==> src/common/capture_cfg.svh <==
`ifndef CAPTURE_CFG_SVH
`define CAPTURE_CFG_SVH

// ------------------------------
// Capture front end sizing
// ------------------------------

// Number of antenna streams
`define CAP_NUM_SIGNALS 24

// Supersample ticks per bit
`define CAP_CLOCK_RATE 12

// Minimum quiet ticks between acquisition windows
`define CAP_CLEAR_GAP 7

// Largest tolerated strobe spread within one window
`define CAP_STROBE_GAP 5

// Width of the phase and tick counters
`define CAP_BITS_COUNT 4

`endif
==> src/common/capture_pkg.sv <==
package capture_pkg;

`include "capture_cfg.svh"

   // ------------------------------
   // Shared capture types
   // ------------------------------

   // One bit per antenna
   typedef logic [`CAP_NUM_SIGNALS-1:0] sig_vec_t;

   // Tick position within one bit period
   typedef logic [`CAP_BITS_COUNT-1:0] phase_t;

   // Window length and quiet gap counts
   typedef logic [`CAP_BITS_COUNT-1:0] count_t;

endpackage

==> src/common/capture_if.sv <==
`timescale 1ns/100ps

interface capture_if;

   // Mid-bit samples, one per antenna
   // each bit holds until that antenna strobes again
   capture_pkg::sig_vec_t data;

   // One ce tick pulse per sampled bit
   capture_pkg::sig_vec_t strobes;

   // Per-antenna phase lock level
   capture_pkg::sig_vec_t lockeds;

   // One ce tick pulse on an off-phase edge
   capture_pkg::sig_vec_t invalids;

   // Each capture block drives its own bit of every vector
   modport capture (
      output data,
      output strobes,
      output lockeds,
      output invalids
   );

   // The aligner only observes
   modport align (
      input data,
      input strobes,
      input lockeds,
      input invalids
   );

endinterface

==> src/rtl/capture_top.sv <==
`timescale 1ns/100ps
`include "capture_cfg.svh"

module capture_top (
   input  logic                        clk,
   input  logic                        rst,
   input  logic                        ce,
   input  logic [`CAP_NUM_SIGNALS-1:0] raw,
   input  logic                        ack,
   output logic [`CAP_NUM_SIGNALS-1:0] data_out,
   output logic                        ready,
   output logic                        locked,
   output logic                        invalid
);

   // ------------------------------
   // Per-antenna capture outputs
   // ------------------------------

   capture_if caps ();

   // One edge tracker per antenna stream
   // each drives its own bit of the shared vectors
   for (genvar i = 0; i < `CAP_NUM_SIGNALS; i++) begin : g_capture
      signal_capture #(
         .SIG_INDEX (i)
      ) u_capture (
         .clk (clk),
         .rst (rst),
         .ce  (ce),
         .raw (raw[i]),
         .cap (caps.capture)
      );
   end

   // ------------------------------
   // Alignment across antennas
   // ------------------------------

   // Collects one bit period of strobes into the aligned word
   align_captures u_align (
      .clk      (clk),
      .rst      (rst),
      .ce       (ce),
      .caps     (caps.align),
      .ack      (ack),
      .data_out (data_out),
      .ready    (ready),
      .locked   (locked),
      .invalid  (invalid)
   );

endmodule

==> src/capture/align_captures.sv <==
`timescale 1ns/100ps
`include "capture_cfg.svh"

module align_captures (
   input  logic                  clk,
   input  logic                  rst,
   input  logic                  ce,
   capture_if.align              caps,
   input  logic                  ack,
   output capture_pkg::sig_vec_t data_out,
   output logic                  ready,
   output logic                  locked,
   output logic                  invalid
);

   localparam capture_pkg::count_t CLEAR_GAP  = capture_pkg::count_t'(`CAP_CLEAR_GAP);
   localparam capture_pkg::count_t STROBE_GAP = capture_pkg::count_t'(`CAP_STROBE_GAP);
   localparam capture_pkg::count_t COUNT_MAX  = '1;
   localparam capture_pkg::count_t COUNT_STEP = capture_pkg::count_t'(1);

   // Reduced views of the per-antenna vectors
   logic                  strobe_w;
   logic                  locked_w;
   // Registered OR of the strobes
   logic                  strobe;
   // Collecting the strobes of one bit period
   logic                  window;
   // Ticks since the window opened
   capture_pkg::count_t   count;
   // Quiet ticks since the last window
   capture_pkg::count_t   clear;
   // Strobes seen so far in this window
   capture_pkg::sig_vec_t strobes_reg;
   capture_pkg::sig_vec_t strobes_base;
   capture_pkg::sig_vec_t strobes_upd;
   // Previous tick completed a window
   logic                  strobes_all;
   logic                  strobes_end;
   logic                  clear_valid;
   // Error sources
   logic                  has_overlaps;
   logic                  invalid_input;
   logic                  too_much_spread;
   logic                  too_wide;
   logic                  capture_error;

   assign strobe_w = |caps.strobes;
   assign locked_w = &caps.lockeds;

   // ------------------------------
   // Strobe accumulation
   // ------------------------------

   // A completed window restarts from empty on the next tick
   assign strobes_base = strobes_all ? '0 : strobes_reg;
   assign strobes_upd  = strobes_base | caps.strobes;
   assign strobes_end  = &strobes_upd;

   always_ff @(posedge clk) begin
      if (rst) begin
         strobe <= 1'b0;
      end else if (ce) begin
         strobe <= strobe_w;
      end
   end

   // strobes_all pulses for one ce tick per completed window
   always_ff @(posedge clk) begin
      if (rst) begin
         strobes_reg <= '0;
         strobes_all <= 1'b0;
      end else if (ce) begin
         strobes_reg <= strobes_upd;
         strobes_all <= strobes_end;
      end
   end

   // ------------------------------
   // Window and gap counters
   // ------------------------------

   // Opens on any strobe, closes once every antenna has strobed
   always_ff @(posedge clk) begin
      if (rst) begin
         window <= 1'b0;
      end else if (ce) begin
         if (strobes_end) begin
            window <= 1'b0;
         end else if (strobe_w) begin
            window <= 1'b1;
         end
      end
   end

   // Both counters saturate so a long idle stretch never wraps
   always_ff @(posedge clk) begin
      if (rst) begin
         count <= '0;
      end else if (ce) begin
         if (!window) begin
            count <= '0;
         end else if (count != COUNT_MAX) begin
            count <= count + COUNT_STEP;
         end
      end
   end

   always_ff @(posedge clk) begin
      if (rst) begin
         clear <= '0;
      end else if (ce) begin
         if (strobe || window) begin
            clear <= '0;
         end else if (clear != COUNT_MAX) begin
            clear <= clear + COUNT_STEP;
         end
      end
   end

   // ------------------------------
   // Lock and output word
   // ------------------------------

   // First strobe after a full quiet gap samples the antenna locks
   assign clear_valid = strobe && (clear >= CLEAR_GAP);

   always_ff @(posedge clk) begin
      if (rst) begin
         locked <= 1'b0;
      end else if (ce && clear_valid) begin
         locked <= locked_w;
      end
   end

   // One ready per completed window, low whenever ce is low
   always_ff @(posedge clk) begin
      if (rst) begin
         ready <= 1'b0;
      end else begin
         ready <= ce && strobes_all && locked;
      end
   end

   always_ff @(posedge clk) begin
      if (ce && strobes_all && locked) begin
         data_out <= caps.data;
      end
   end

   // ------------------------------
   // Invalid detection
   // ------------------------------

   // Same antenna strobing twice in one window
   assign has_overlaps    = |(strobes_base & caps.strobes);
   assign invalid_input   = |caps.invalids;
   // Strobe arriving inside the quiet gap
   assign too_much_spread = locked_w && strobe && (clear != '0) && (clear < CLEAR_GAP);
   // window still open past the allowed spread
   assign too_wide        = window && (count >= STROBE_GAP);
   assign capture_error   = has_overlaps || invalid_input || too_much_spread || too_wide;

   // Sticky until an ack lands on a ce tick
   always_ff @(posedge clk) begin
      if (rst) begin
         invalid <= 1'b0;
      end else if (ce) begin
         invalid <= (invalid && !ack) || (locked && capture_error);
      end
   end

endmodule

==> src/capture/signal_capture.sv <==
`timescale 1ns/100ps
`include "capture_cfg.svh"

module signal_capture #(
   parameter int SIG_INDEX = 0
) (
   input  logic       clk,
   input  logic       rst,
   input  logic       ce,
   input  logic       raw,
   capture_if.capture cap
);

   // Phase value seen on the tick where the next edge is due
   localparam capture_pkg::phase_t PHASE_LAST =
      capture_pkg::phase_t'(`CAP_CLOCK_RATE - 1);
   // One tick early still counts as on time
   localparam capture_pkg::phase_t PHASE_NEAR =
      capture_pkg::phase_t'(`CAP_CLOCK_RATE - 2);
   // Strobe register loads here, so it shows CLOCK_RATE/2 ticks after the edge
   localparam capture_pkg::phase_t PHASE_MID =
      capture_pkg::phase_t'(`CAP_CLOCK_RATE / 2 - 1);
   localparam capture_pkg::phase_t PHASE_STEP = capture_pkg::phase_t'(1);

   // Previous sample of the stream
   logic                raw_q;
   // Transition between previous and current sample
   logic                raw_edge;
   // Edge lands within one tick of the expected phase
   logic                good_w;
   // Mid-bit sampling point
   logic                mid_w;
   // Ticks since the last edge, free running between edges
   capture_pkg::phase_t phase;
   // Last edge was on time
   logic                good_prev;
   logic                locked_q;
   logic                invalid_q;
   logic                strobe_q;
   // Sampled bit
   logic                data_q;

   // ------------------------------
   // Edge detection
   // ------------------------------

   assign raw_edge = raw ^ raw_q;

   // Window of +/- one tick around the expected edge
   // phase wraps to 0 after PHASE_LAST, so 0 is one tick late
   assign good_w = (phase == PHASE_NEAR) ||
                   (phase == PHASE_LAST) ||
                   (phase == '0);

   // No sample on an edge tick, the stream is mid-transition there
   assign mid_w = (phase == PHASE_MID) && !raw_edge;

   always_ff @(posedge clk) begin
      if (rst) begin
         raw_q <= 1'b0;
      end else if (ce) begin
         raw_q <= raw;
      end
   end

   // ------------------------------
   // Phase counter
   // ------------------------------

   // Any edge realigns the counter, otherwise it wraps once per bit
   // so runs of equal bits keep the same timing
   always_ff @(posedge clk) begin
      if (rst) begin
         phase <= '0;
      end else if (ce) begin
         if (raw_edge || phase == PHASE_LAST) begin
            phase <= '0;
         end else begin
            phase <= phase + PHASE_STEP;
         end
      end
   end

   // ------------------------------
   // Lock tracking
   // ------------------------------

   // Two on-time edges in a row give lock
   // An off-phase edge while locked drops lock and flags the antenna
   always_ff @(posedge clk) begin
      if (rst) begin
         good_prev <= 1'b0;
         locked_q  <= 1'b0;
         invalid_q <= 1'b0;
      end else if (ce) begin
         // invalid is a single ce tick pulse
         invalid_q <= 1'b0;
         if (raw_edge) begin
            good_prev <= good_w;
            if (good_w && good_prev) begin
               locked_q <= 1'b1;
            end else if (!good_w) begin
               locked_q  <= 1'b0;
               invalid_q <= locked_q;
            end
         end
      end
   end

   // ------------------------------
   // Mid-bit sampling
   // ------------------------------

   // Strobe lasts exactly one ce tick
   always_ff @(posedge clk) begin
      if (rst) begin
         strobe_q <= 1'b0;
      end else if (ce) begin
         strobe_q <= mid_w;
      end
   end

   // Data holds until the next strobe of this antenna
   always_ff @(posedge clk) begin
      if (ce && mid_w) begin
         data_q <= raw;
      end
   end

   // Drive this antenna's bit of the shared vectors
   assign cap.data[SIG_INDEX]     = data_q;
   assign cap.strobes[SIG_INDEX]  = strobe_q;
   assign cap.lockeds[SIG_INDEX]  = locked_q;
   assign cap.invalids[SIG_INDEX] = invalid_q;

endmodule

==> config.mk <==
export PLATFORM = sky130hd
export DESIGN_NAME = capture_top
export DESIGN_NICKNAME = d
export VERILOG_FILES = /design/src/common/capture_pkg.sv /design/src/common/capture_if.sv /design/src/rtl/capture_top.sv /design/src/capture/align_captures.sv /design/src/capture/signal_capture.sv
export VERILOG_INCLUDE_DIRS = /design/src /design/src/common
export SDC_FILE = /design/constraint.sdc
export NUM_CORES = 1
export LEC_CHECK = 0
export ABC_AREA = 1
export BUFFER_PORTS_ARGS = -buffer_cell sky130_fd_sc_hd__buf_2
export CAP_MARGIN = 10
export CORE_UTILIZATION = 39
export CTS_CLUSTER_DIAMETER = 150
export CTS_CLUSTER_SIZE = 14
export DETAILED_ROUTE_END_ITERATION = 8
export PLACE_DENSITY = 0.61
export SKIP_LAST_GASP = 1
export SYNTH_ARGS = -nofsm -noshare
export SYNTH_HDL_FRONTEND = slang
export SYNTH_SLANG_ARGS = --single-unit
==> constraint.sdc <==
create_clock -name clk -period 5.39 [get_ports clk]
set_input_delay 0.539 -clock clk [delete_from_list [all_inputs] [get_ports clk]]
set_output_delay 0.539 -clock clk [all_outputs]
set_load 0.05 [all_outputs]
# Word-level counts from Yosys, hierarchy flattened
# Cells that the tools add are included.
[totals] ff_bits=302 inputBits=28 out_inout_bits=27 word_cells=750
[classes] addsub=26 order_cmp=3 n_eq_ne=99 n_mux=151 bitwise=26 reduce_logical=267
[ops] operator="4-bit == test (second input constant)" count=48
[ops] operator="1-bit 2-to-1 mux" count=122
[ops] operator="4-bit 2-to-1 mux" count=28
[ops] operator="4-bit by 1-bit adder with 4-bit output (second input constant)" count=26
[ops] operator="4-bit by 3-bit == test with 1-bit output (second input constant)" count=24
[ops] operator="4-bit zero test" count=24
[ops] operator="1-bit logical AND" count=82
[ops] operator="1-bit logical OR" count=77
[ops] operator="3-bit AND reduction" count=24
[ops] operator="24-bit OR reduction" count=3
[ops] operator="2-bit AND reduction" count=27
[ops] operator="2-bit != test (second input constant)" count=25
[ops] operator="24-bit AND reduction" count=2
[ops] operator="1-bit zero test" count=25
[ops] operator="24-bit bitwise AND" count=1
[ops] operator="24-bit 2-to-1 mux" count=1
[ops] operator="24-bit OR" count=1
[ops] operator="1-bit bitwise XOR" count=24
[ops] operator="4-bit by 3-bit >= comparator with 1-bit output (second input constant)" count=2
[ops] operator="4-bit != test (second input constant)" count=2
[ops] operator="4-bit by 3-bit less-than comparator with 1-bit output (second input constant)" count=1
[ops] operator="2-bit nonzero test" count=2
[ops] operator="4-bit nonzero test" count=1

# Logic depth before layout (Yosys ltp)
[depth] depth_word=8 depth_mapped=11 mapped_depth_nobuf=9

# Worst setup path after synthesis
# No wires, ideal clock.
[synth_path] path_kind="input -> register" from="input port ce" to="register u_align.data_out[0], enable pin" setup_time_ns=0.405 arrival_time_ns=1.993 t_required_ns=4.985 path_slack_ns=2.993 stages=4 n_path_buf=2 path_cell_list="buf_2 buf_2 nand2_1 nor2_1"
[synth_between] elab_chain_cells=2
[synth_lines] item="start: declaration" line_no="capture_top.sv:7" rtl="input logic ce,"
[synth_lines] item="1-bit logical AND (2 in series)" line_no="align_captures.sv:145" rtl="if (ce && strobes_all && locked) begin"
[synth_lines] item="end signal: assignment" line_no="align_captures.sv:146" rtl="data_out <= caps.data;"
[synth_lines] item="end: declaration" line_no="align_captures.sv:10" rtl="output capture_pkg::sig_vec_t data_out,"
# Every way passes these cells.
# A chain may end at the register's enable or synchronous reset.

# Final worst setup path
[layout_path] from="register u_align.strobes_all" to="register u_align.data_out[5], enable pin"
[layout_between] elab_chain_cells=2
[layout_lines] item="start: declaration" line_no="align_captures.sv:37" rtl="logic strobes_all;"
[layout_lines] item="start signal: assignment" line_no="align_captures.sv:74" rtl="strobes_all <= strobes_end;"
[layout_lines] item="1-bit logical AND (2 in series)" line_no="align_captures.sv:145"
# Every way passes these cells.

==> out/qor.csv <==
stage,metric,value,unit
place,portBuffers,54,
detailed_routing,routed_wl,31.2,mm
yosys,yosys.area.top_type,dfxtp_1,
yosys,synth.avg_cell_area,7.93,sq um
grt,grt_antenna_before_repair,1,
yosys,synth-seq-cells,302,
yosys,synthFlopType,dfxtp_1,
timing,fmax,398,MHz
detailed_routing,drt_iter0_markers,566,
detailed_routing,ant_nets,0,
layout,top_register,g_capture.u_capture.phase,
yosys,syn_nets,1947,
yosys,synth_common_cells,"nand2_1 (358), dfxtp_1 (254), nor2_1 (226), inv_1 (203), a21oi_1 (139)",
place,hpwl,20.8,mm
floorplan,coreArea,0.0365,sq mm
layout,largest_reg_flops,96,
layout,fill_cells,3545,
setup_path,slowest_stage,nor2_4,
yosys,synth-simple-area-share,23.1,%
clocking,numClockSinks,302,
timing,hold_viol_final,0,
clocking,post_cts_resized,0,
timing,setup_tns,0,ns
clocking,htreeDepth,1,
pwr,power_density,284,mW/mm^2
run_status,status,"complete, no violations",
timing,period_share,46.6,%
layout,fin_cells,2322,
layout,nets,1969,
yosys,synth-warning-count,0,
setup_path,crit_arrival,2.66,ns
min_path,min_path_type,in -> reg,
pwr,leakage,6.61,nW
yosys,synthAdderAreaFrac,8.76,%
detailed_routing,firstDrtPassIters,5,
timing,slew_headroom,29.4,%
layout,syn2layout_area_growth,9.08,%
timing,slew_violations,0,
clocking,root_buffer,clkbuf_16,
grt,groute.usage.overall,16.6,%
grt,grt.overflow.total,0,
detailed_routing,wl_per_cell,13.5,um
setup_path,cp_top_family,simple AND/OR/NAND/NOR gates,
yosys,synth.most_common_cell,nand2_1,
clocking,clkLatencyLatePin,0.54,ns
yosys,synth_xor_area_share,3.04,%
floorplan,die_w,194,um
floorplan,num_rows,70,
setup_path,worstPathMaxFanout,38,
clocking,cts_setup_buffers,0,
timing,tightest_slew,1.06,ns
clocking,cts_tree,built,
setup_path,max_stage_delay,0.93,ns
run,maxCapViolCount,0,
yosys,synth_mux_area_share,0,%
setup_path,path_class,reg -> reg,
yosys,synth_area_leaders,"dfxtp_1 (35%), edfxtp_1 (10%), nand2_1 (9.3%)",
yosys,synth_top_family_by_area,simple AND/OR/NAND/NOR gates,
place,placedCellCount,2281,
timing,finClkSkew,0.0110,ns
setup_path,cp-start-kind,register,
yosys,yosysTopAreaCellShare,35.3,%
yosys,syn-instance-count,1818,
yosys,ys_types,32,
clocking,cts_buffer_depth,3,
setup_path,worst-path-buf-inv,1,
floorplan,ios,55,
setup_path,cp_data_required_time,5.54,ns
timing,rsz0062_at_grt,no,
setup_path,cp-end-kind,register,
setup_path,path_cells,inv_2 -> nor2_4,
detailed_routing,vias_per_cell,4.95,
floorplan,die_area,0.0378,sq mm
clocking,numCtsBuffers,25,
layout,antenna_cells,0,
grt,grt_pass1_vias,10800,
pwr,ir_worst_vdd,0.196,mV
timing,setup_viol,0,
detailed_routing,via_count,11500,
yosys,synth_compound_area_share,12.3,%
clocking,hold_buffers,0,
yosys,synth_edf_count,48,
yosys,synth-async-reset-ratio,0,%
floorplan,die_h,194,um
layout,drive_above_1_share,5.88,%
grt,grt_max_degree,126,
floorplan,start_util,39.5,%
clocking,clkSlewWorstSetupHoldPaths,0.07,ns
yosys,syn_area,0.0144,sq mm
place,globalplace.congestion,0.818,
timing,period_needed,2.51,ns
grt,grt_pass1_wl,52.1,mm
yosys,yosysSeqAreaShare,45.3,%
detailed_routing,route.detailed.drc,0,
[power breakdown]
group / switching [W] / internal, W
sequential: 0.0000554 / 0.00236
combinational: 0.000252 / 0.000136
clock: 0.000807 / 0.000862
[metrics by stage]
step | worst slack [ns] | total power, W | hold slack (ns) | utilization [%] | area [sq um]
finish | 2.88 | 0.00447 | 0.210 | 43.1 | 15700
global route | 2.68 | 0.00468 | 0.200 | 43.1 | 15700
CTS | 2.77 | 0.00453 | 0.189 | 43.1 | 15700
detailed placement | 2.38 | 0.00285 | 0.405 | 41.2 | 15000
global placement | 2.47 | 0.00284 | 0.401 | 41.2 | 15000
floorplan | 2.99 | 0.00275 | 0.400 | - | 14400
[worst reg2reg max path: stages (launching register included)]
cell and delay, ns:
dfxtp_1 0.71, inv_2 0.46, nor2_4 0.94
[cells by family (layout without fill, tap and decap cells)]
| family | Yosys count | count (layout) |
|---|---|---|
| simple gates | 793 | 793 |
| fa+ha+maj | 101 | 101 |
| compound gates | 300 | 300 |
| xor+xnor | 50 | 50 |
| flops | 302 | 302 |
| buf+inv | 272 | 308 |
[cells in the final DEF (no fill, tap or decap), types with 9 or more instances in the layout]
master / n
nand2_1: 358
dfxtp_1: 254
nor2_1: 225
inv_1: 203
a21oi_1: 139
ha_1: 101
nand3_1: 84
o21ai_0: 56
buf_2: 52
xor2_1: 50
edfxtp_1: 48
nor3_1: 47
a31oi_1: 40
nand4_1: 28
clkbuf_16: 25
o211a_1: 24
and2_1: 16
clkbuf_1: 15
or2_2: 13
o211ai_1: 12
o21bai_1: 12
a211oi_1: 12
or2_1: 11
buf_4: 9
[path summary, 6_finish.rpt]
check	from	to	cells after the start	slack, ns
min reg2reg	g_capture[13].u_capture.data_q$_DFFE_PP_	u_align.data_out[13]$_DFFE_PP_	0	0.42
max reg2reg	u_align.strobes_all$_SDFFE_PP0P_	u_align.data_out[5]$_DFFE_PP_	2	2.88
max	u_align.strobes_all$_SDFFE_PP0P_	u_align.data_out[5]$_DFFE_PP_	2	2.88
min	raw[20]	g_capture[20].u_capture.data_q$_DFFE_PP_	1	0.21
[layout make-up]
class / count / area, sq um / area share [%]
Clock buffer: 40 / 682 / 4.33
Clock inverter: 1 / 8.76 / 0.0557
Sequential cell: 302 / 6530 / 41.5
Multi-Input combinational cell: 1244 / 6820 / 43.4
Tap cell: 468 / 586 / 3.72
Inverter: 206 / 781 / 4.96
Timing Repair Buffer: 61 / 328 / 2.08
[layer usage]
layer	wire (um)	global-route usage [%]	vias to the layer above
li1	-	-	5969
met1	15300	22.1	5348
met2	14300	28.1	131
met3	1020	2.08	43
met4	576	4.44	2
met5	13	0	-
(Power assumes the default switching activity.)
